===== src/include/int_config.svh =====
// VECTOR_W must be wide enough to number all IRQ_LINES and ENTRY_STEPS may not exceed four
`ifndef INT_CONFIG_SVH
`define INT_CONFIG_SVH

//////////////////////////////
// Interrupt controller
//////////////////////////////

// Number of level request inputs
`define IRQ_LINES 8

// Bits needed to number one request line
`define VECTOR_W 3

//////////////////////////////
// Microcode sequencer
//////////////////////////////

// Width of the microcode action field
`define ACTION_W 4

// Width of the instruction opcode
`define OPCODE_W 4

// Cycles spent in the interrupt entry sequence
`define ENTRY_STEPS 2

`endif


===== src/verilog/ucode_pkg.sv =====
// Action encodings follow the microcode ROM and only the low three bits decode when bit 3 is clear
`include "int_config.svh"

package ucode_pkg;

   //////////////////////////////
   // Action field
   //////////////////////////////

   // Microcode action field, top bit set means no decode
   typedef logic [`ACTION_W-1:0] action_t;

   // Idle value with the decode disabled
   localparam action_t ACT_NONE = action_t'(8);
   // Set the interrupt flag
   localparam action_t ACT_STI = action_t'(3);
   // Clear the interrupt flag
   localparam action_t ACT_CLI = action_t'(4);
   // Index strobe to the control board
   localparam action_t ACT_IDX = action_t'(5);

   //////////////////////////////
   // Instruction format
   //////////////////////////////

   // Upper two bits pick the first-step action
   // Lower two bits hold the step count minus one
   typedef logic [`OPCODE_W-1:0] opcode_t;

   // Step counter, enough for four steps
   typedef logic [1:0] step_t;

   // Sequencer states
   typedef enum logic [1:0] {
      SEQ_IDLE,
      SEQ_EXEC,
      SEQ_ENTRY
   } seq_state_t;

endpackage


===== src/verilog/int_pkg.sv =====
// Request lines are numbered from zero and a lower number always has the higher priority
`include "int_config.svh"

package int_pkg;

   //////////////////////////////
   // Request side
   //////////////////////////////

   // One bit per request line
   // Shared by the request input, pending register and mask
   typedef logic [`IRQ_LINES-1:0] irq_vec_t;

   //////////////////////////////
   // Service side
   //////////////////////////////

   // Number of the line being serviced
   typedef logic [`VECTOR_W-1:0] vector_t;

endpackage


===== src/verilog/irq_controller.sv =====
// Requests are edge latched on clk4 so a level held high is taken once and a line must drop to retrigger
`timescale 1ns/1ns
`include "int_config.svh"

module irq_controller (
   input  logic              clk4,
   input  logic              rst_n,
   input  int_pkg::irq_vec_t irq_req,
   input  logic              mask_we,
   input  int_pkg::irq_vec_t mask_data,
   input  logic              irq_ack,
   output logic              irq,
   output int_pkg::vector_t  ack_vector
);

   import int_pkg::*;

   // Request sample from the previous edge
   irq_vec_t req_prev;
   // Rising edges seen this cycle
   irq_vec_t req_rise;
   // Latched requests waiting for service
   irq_vec_t pending;
   // One bit enables a line
   irq_vec_t mask;
   // Lines that are pending and enabled
   irq_vec_t active;
   // One-hot copy of the selected line
   irq_vec_t sel_hot;

   //////////////////////////////
   // Edge detect and pending
   //////////////////////////////

   assign req_rise = irq_req & ~req_prev;

   always_ff @(posedge clk4) begin
      if (!rst_n) begin
         req_prev <= '0;
         pending  <= '0;
      end else begin
         req_prev <= irq_req;
         // A fresh edge on the acked line keeps it pending
         if (irq_ack)
            pending <= (pending & ~sel_hot) | req_rise;
         else
            pending <= pending | req_rise;
      end
   end

   //////////////////////////////
   // Mask register
   //////////////////////////////

   // All lines enabled out of reset
   always_ff @(posedge clk4) begin
      if (!rst_n)
         mask <= '1;
      else if (mask_we)
         mask <= mask_data;
   end

   //////////////////////////////
   // Fixed priority select
   //////////////////////////////

   assign active = pending & mask;
   assign irq    = |active;

   // Scan from the top so the lowest active line is left in place
   always_comb begin
      ack_vector = '0;
      sel_hot    = '0;
      for (int i = `IRQ_LINES - 1; i >= 0; i--) begin
         if (active[i]) begin
            ack_vector = vector_t'(i);
            sel_hot    = irq_vec_t'(1) << i;
         end
      end
   end

endmodule


===== src/verilog/int_fsm.sv =====
// A request reaches irqs only at an instruction end at least two cycles after it is synchronized with FI set
`timescale 1ns/1ns

module int_fsm (
   input  logic               clk4,
   input  logic               rst_n,
   input  ucode_pkg::action_t action,
   input  logic               ibus15,
   input  logic               flag_we,
   input  logic               end_instr,
   input  logic               irq,
   output logic               fi,
   output logic               irqs,
   output logic               action_idx
);

   import ucode_pkg::*;

   // Decoded action strobes
   logic action_sti;
   logic action_cli;
   // Synchronizer stages
   logic irq_s1;
   logic irq_s2;

   //////////////////////////////
   // Action decode
   //////////////////////////////

   // Top bit set disables the decode so the full compare covers it
   assign action_sti = (action == ACT_STI);
   assign action_cli = (action == ACT_CLI);
   assign action_idx = (action == ACT_IDX);

   //////////////////////////////
   // Interrupt flag
   //////////////////////////////

   // CLI beats STI and STI beats a bus load
   always_ff @(posedge clk4) begin
      if (!rst_n || action_cli)
         fi <= 1'b0;
      else if (action_sti)
         fi <= 1'b1;
      else if (flag_we)
         fi <= ibus15;
   end

   //////////////////////////////
   // Request synchronizer
   //////////////////////////////

   always_ff @(posedge clk4) begin
      if (!rst_n) begin
         irq_s1 <= 1'b0;
         irq_s2 <= 1'b0;
      end else begin
         irq_s1 <= irq;
         // Second stage held off while interrupts are disabled
         if (!fi || action_cli)
            irq_s2 <= 1'b0;
         else
            irq_s2 <= irq_s1;
      end
   end

   // Signal the sequencer only between instructions
   always_ff @(posedge clk4) begin
      if (!rst_n)
         irqs <= 1'b0;
      else if (end_instr)
         irqs <= irq_s2;
   end

endmodule


===== src/verilog/ucode_sequencer.sv =====
// instr_valid is dropped while busy or when an interrupt is taken and the source must wait for busy low
`timescale 1ns/1ns
`include "int_config.svh"

module ucode_sequencer (
   input  logic               clk4,
   input  logic               rst_n,
   input  logic               instr_valid,
   input  ucode_pkg::opcode_t opcode,
   input  logic               irqs,
   input  int_pkg::vector_t   ack_vector,
   output ucode_pkg::action_t action,
   output logic               end_instr,
   output logic               busy,
   output logic               irq_ack,
   output logic               int_taken,
   output int_pkg::vector_t   int_vector
);

   import ucode_pkg::*;

   seq_state_t state;
   // Counts up from zero within an instruction or entry
   step_t      step;
   // Opcode held for the length of the instruction
   opcode_t    op_q;
   // Index of the final step in the current sequence
   step_t      step_last;
   // Action of the first execute step
   action_t    first_act;
   logic       first_step;

   //////////////////////////////
   // Opcode decode
   //////////////////////////////

   always_comb begin
      case (op_q[`OPCODE_W-1 -: 2])
         2'd1:    first_act = ACT_STI;
         2'd2:    first_act = ACT_CLI;
         2'd3:    first_act = ACT_IDX;
         default: first_act = ACT_NONE;
      endcase
   end

   // Entry length is fixed and an instruction takes its count from the opcode
   assign step_last = (state == SEQ_EXEC) ? op_q[1:0] : step_t'(`ENTRY_STEPS - 1);

   //////////////////////////////
   // State machine
   //////////////////////////////

   always_ff @(posedge clk4) begin
      if (!rst_n) begin
         state <= SEQ_IDLE;
         step  <= '0;
      end else begin
         case (state)
            SEQ_IDLE: begin
               step <= '0;
               // Pending interrupt wins over a new instruction
               if (irqs)
                  state <= SEQ_ENTRY;
               else if (instr_valid)
                  state <= SEQ_EXEC;
            end
            SEQ_EXEC, SEQ_ENTRY: begin
               if (step == step_last) begin
                  state <= SEQ_IDLE;
                  step  <= '0;
               end else begin
                  step <= step + 2'd1;
               end
            end
            default: begin
               state <= SEQ_IDLE;
               step  <= '0;
            end
         endcase
      end
   end

   // Capture the opcode as the instruction is accepted
   always_ff @(posedge clk4) begin
      if (state == SEQ_IDLE && !irqs && instr_valid)
         op_q <= opcode;
   end

   // Hold the acked line number for the int_taken cycle
   always_ff @(posedge clk4) begin
      if (irq_ack)
         int_vector <= ack_vector;
   end

   //////////////////////////////
   // Outputs
   //////////////////////////////

   assign busy       = (state != SEQ_IDLE);
   assign first_step = busy && (step == '0);
   assign end_instr  = busy && (step == step_last);

   // Entry opens with CLI so FI is down before the handler runs
   always_comb begin
      if (state == SEQ_EXEC && first_step)
         action = first_act;
      else if (state == SEQ_ENTRY && first_step)
         action = ACT_CLI;
      else
         action = ACT_NONE;
   end

   assign irq_ack   = (state == SEQ_ENTRY) && first_step;
   assign int_taken = (state == SEQ_ENTRY) && end_instr;

endmodule


===== src/verilog/int_unit.sv =====
// Requests are active high levels on one internal line and the bus sees a single irqs output
`timescale 1ns/1ns

module int_unit (
   input  logic               clk4,
   input  logic               rst_n,
   input  logic               instr_valid,
   input  ucode_pkg::opcode_t opcode,
   input  logic               flag_we,
   input  logic               ibus15,
   input  logic               mask_we,
   input  int_pkg::irq_vec_t  mask_data,
   input  int_pkg::irq_vec_t  irq_req,
   output logic               busy,
   output logic               fi,
   output logic               irqs,
   output logic               action_idx,
   output logic               int_taken,
   output int_pkg::vector_t   int_vector
);

   import ucode_pkg::*;
   import int_pkg::*;

   // Sequencer to flag logic
   action_t action;
   logic    end_instr;
   // Controller and sequencer handshake lines
   logic    irq;
   logic    irq_ack;
   vector_t ack_vector;

   //////////////////////////////
   // Request side
   //////////////////////////////

   irq_controller u_irq_controller (
      .clk4       (clk4),
      .rst_n      (rst_n),
      .irq_req    (irq_req),
      .mask_we    (mask_we),
      .mask_data  (mask_data),
      .irq_ack    (irq_ack),
      .irq        (irq),
      .ack_vector (ack_vector)
   );

   // Flag, synchronizer and end of instruction register
   int_fsm u_int_fsm (
      .clk4       (clk4),
      .rst_n      (rst_n),
      .action     (action),
      .ibus15     (ibus15),
      .flag_we    (flag_we),
      .end_instr  (end_instr),
      .irq        (irq),
      .fi         (fi),
      .irqs       (irqs),
      .action_idx (action_idx)
   );

   //////////////////////////////
   // Control side
   //////////////////////////////

   ucode_sequencer u_ucode_sequencer (
      .clk4        (clk4),
      .rst_n       (rst_n),
      .instr_valid (instr_valid),
      .opcode      (opcode),
      .irqs        (irqs),
      .ack_vector  (ack_vector),
      .action      (action),
      .end_instr   (end_instr),
      .busy        (busy),
      .irq_ack     (irq_ack),
      .int_taken   (int_taken),
      .int_vector  (int_vector)
   );

endmodule


===== config.mk =====
export PLATFORM = sky130hd
export DESIGN_NAME = int_unit
export DESIGN_NICKNAME = d
export VERILOG_FILES = /design/src/verilog/ucode_pkg.sv /design/src/verilog/int_pkg.sv /design/src/verilog/irq_controller.sv /design/src/verilog/int_fsm.sv /design/src/verilog/ucode_sequencer.sv /design/src/verilog/int_unit.sv
export VERILOG_INCLUDE_DIRS = /design/src /design/src/include
export SDC_FILE = /design/constraint.sdc
export NUM_CORES = 1
export LEC_CHECK = 0
export BUFFER_PORTS_ARGS = -buffer_cell sky130_fd_sc_hd__buf_2
export CORE_ASPECT_RATIO = 0.8
export CORE_MARGIN = 2
export CORE_UTILIZATION = 27
export DETAILED_ROUTE_END_ITERATION = 6
export GPL_TIMING_DRIVEN = 0
export HOLD_SLACK_MARGIN = 0.05
export SLEW_MARGIN = 10
export SYNTH_ARGS = -nofsm -noshare
export SYNTH_HDL_FRONTEND = slang
export SYNTH_HIERARCHICAL = 1
export SYNTH_SLANG_ARGS = --single-unit

===== constraint.sdc =====
create_clock -name clk4 -period 3.3 [get_ports clk4]
set_input_delay 0.33 -clock clk4 [delete_from_list [all_inputs] [get_ports clk4]]
set_output_delay 0.33 -clock clk4 [all_outputs]
set_load 0.005 [all_outputs]

==> impl_metrics.csv <==
group,metric,value,unit
run_status,status,"completed",
worst_setup_path,slowest_stage,"or4b_1",
power,power.switching,245,µW
logic_synthesis,synth.top_cell.area_share,0.380,
routing,drc,0,
die,io_pins,34,
routing,routedWlPerCell,11.3,µm
finish,nets,236,
routing,num_vias,1280,
run,maxCapViolations,0,
worst_setup_path,cp.arrival,2.16,ns
finish,layout_common_cells,"buf_2, dfxtp_1, nand2_1",
finish,n_fill_cell,619,
clock_tree,cts_setup_buffers,0,
timing,slew_headroom,0.615,
timing,worstMarginPinSlew,0.573,ns
logic_synthesis,ys_top_cells_by_area,"dfxtp_1, edfxtp_1, mux2i_1, nand2_1, nor2b_1",
timing,fmax,0.402,GHz
timing,fin_crit,2.49,ns
finish,stdcell_count,288,
finish,final_common_cell,"buf_2",
die,row_count,25,
timing,setup_tns,0,ns
global_routing,overflow,0,
power,switching_share,0.218,
die,die_y,74.7,µm
global_routing,grt_pass1_vias,1151,
logic_synthesis,synth-edff-count,7,
finish,multi_input_area,773,µm²
global_routing,antenna_found_initial,0,
power,pwr-share-seq,0.476,
worst_setup_path,critPathRequiredTime,2.97,ns
timing,final_hold_viol_count,0,
timing,grt_setup_unrepaired,"no",
global_routing,grt_pass1_wl,5340,µm
clock_tree,clk_pin_slew_worst_paths,0.07,ns
power,p_leak,0.880,nW
logic_synthesis,ys_ff_latch,39,
timing,setup_viol,0,
logic_synthesis,synth_cells,167,
logic_synthesis,syn_area,1690,µm²
place,dp_hpwl,2500,µm
die,die_x,92.3,µm
worst_hold_path,hold_path_class,"input port to register",
place,dp_cells,280,
finish,antenna_cells,0,
finish,final_layout_size_suffix_gt1_frac,0.256,
worst_setup_path,critPathMaxFanout,5,
clock_tree,cts_resized,0,
logic_synthesis,ys_seq_area_frac,0.505,
clock_tree,htreeDepth,2,
global_routing,grt_max_degree,14,
finish,utilization,0.348,
die,core_area,5970,µm²
timing,period_share,0.754,
power,peakVddDrop,0.257,mV
logic_synthesis,ys_async_sr_fraction,0,
timing,finalClockSkew,0.0150,ns
clock_tree,clock-sinks,39,
global_routing,grt_usage,0.103,
clock_tree,cts-hold-fix-buffers,0,
logic_synthesis,synth-main-ff-cell,"dfxtp_1",
place,gp_congestion,0.800,
power,p_int,878,µW
routing,ant_nets,0,
worst_setup_path,path_class,"register to output port",
worst_setup_path,slowest_delay,0.46,ns
clock_tree,root_buffer,"clkbuf_8",
die,start_util,0.282,
routing,firstDrtPassIters,4,
worst_setup_path,cp-start-kind,"register",
logic_synthesis,ys_types,44,
die,dieArea,6890,µm²
routing,wl,3260,µm
power,finalPower,1.12,mW
finish,areaGrowthSynthToFinish,23.4,%
power,p_comb_frac,0.111,
logic_synthesis,ys_warn_count,6,
worst_setup_path,crit_path_cell_trace,"inv_1, ha_1, or4b_1, o22a_1, and2_2, nor3b_1, buf_2",
logic_synthesis,avgSynthCellArea,10.1,µm²
power,p_clk_frac,0.413,
clock_tree,numCtsBuffers,5,
clock_tree,clock_latency,0.29,ns
timing,maxSlewViolCount,0,
place,numPortBuffers,32,
clock_tree,cts_tree,"done",
power,power_density,540,nW/µm²
logic_synthesis,yosysTopAreaCell,"dfxtp_1",
routing,viasPerCell,4.44,
worst_setup_path,cp-end-kind,"output port",
finish,seq_area,851,µm²
worst_setup_path,reg2reg_slack,1.25,ns
routing,drtIter0Drc,56,
logic_synthesis,syn-num-nets,197,
clock_tree,clk_path_buf_depth,2,
path summary, 6_finish.rpt:
path / from / to / depth (start not counted)
setup / recovery: u_ucode_sequencer/state[1]$_SDFFE_PN0P_ / int_taken / 7
hold / removal: opcode[2] / u_ucode_sequencer/op_q[2]$_DFFE_PP_ / 1
setup reg to reg: u_ucode_sequencer/state[1]$_SDFFE_PN0P_ / u_int_fsm/irqs$_SDFFE_PN0P_ / 8
hold reg to reg: u_irq_controller/req_prev[6]$_SDFF_PN0_ / u_irq_controller/pending[6]$_SDFF_PN0_ / 1
final cells by class:
cell class / count / area share
buffer: 3 / 0.00602
inverter: 13 / 0.0235
sequential: 39 / 0.409
multi-input combinational: 112 / 0.372
clock inverter: 2 / 0.0289
timing repair buffer: 32 / 0.0770
tap: 81 / 0.0487
clock buffer: 6 / 0.0349
stage by stage:
step | hold WS [ns] | instance area, µm² | worst slack [ns]
finish | 0.215 | 2080 | 0.811
global route | 0.211 | 2080 | 0.639
CTS | 0.208 | 2080 | 0.801
detailed placement | 0.399 | 1950 | 1.12
global placement | 0.393 | 1950 | 1.13
floorplan | 0.389 | 1690 | 1.34
cell families (layout without fill, tap and decap cells):
group,after synthesis,in the layout,synth area share
and+or+nand+nor,70,70,0.241
buffers and inverters,16,56,0.0364
xor gates and xnor gates,1,1,0.00520
AOI/OAI and AO/OA,27,27,0.123
DFF,39,39,0.505
muxes,10,10,0.0594
adders and majority gates,4,4,0.0297
metal layers:
| metal | track usage | share of wire | up-vias |
|---|---|---|---|
| met3 | 0.0310 | 0.049 | 8 |
| met1 | 0.135 | 0.50 | 588 |
| met4 | 0.0647 | 0.025 | 0 |
| met2 | 0.150 | 0.42 | 21 |
| met5 | 0 | 0 | - |
| li1 | - | - | 663 |
registers in the layout, summed over array words and instances, names as in the netlist:
| register | count |
|---|---|
| u_int_fsm/fi | 1 |
| u_int_fsm/irq_s1 | 1 |
| u_int_fsm/irq_s2 | 1 |
| u_int_fsm/irqs | 1 |
| u_irq_controller/mask | 8 |
| u_irq_controller/pending | 8 |
| u_irq_controller/req_prev | 8 |
| u_ucode_sequencer/int_vector | 3 |
| u_ucode_sequencer/op_q | 4 |
| u_ucode_sequencer/state | 2 |
| u_ucode_sequencer/step | 2 |
critical path, delay by kind of cell (launching register included):
kind | cells | cell delay, ns
adders and majority gates | 1 | 0.25
AOI/OAI and AO/OA | 1 | 0.26
and+or+nand+nor | 3 | 0.83
buffers and inverters | 2 | 0.21
DFF | 1 | 0.32
cell usage after synthesis, drive strengths merged (4+ instances only):
cell	count
and2	8
dfxtp	32
edfxtp	7
nand3	5
o211ai	4
mux2i	10
nand2	26
inv	12
ha	4
o21ai	4
a21oi	6
nor2	4
nor2b	9
and3	5
power by group through the flow:
stage | Combinational [mW] | Clock [mW] | Sequential (mW)
6_report | 0.125 | 0.463 | 0.534
5_1_grt | 0.141 | 0.497 | 0.538
4_1_cts | 0.126 | 0.475 | 0.534
3_5_place_dp | 0.126 | 0 | 0.545
3_3_place_gp | 0.123 | 0 | 0.544
2_1_floorplan | 0.0895 | 0 | 0.540
(Power assumes the default switching activity.)
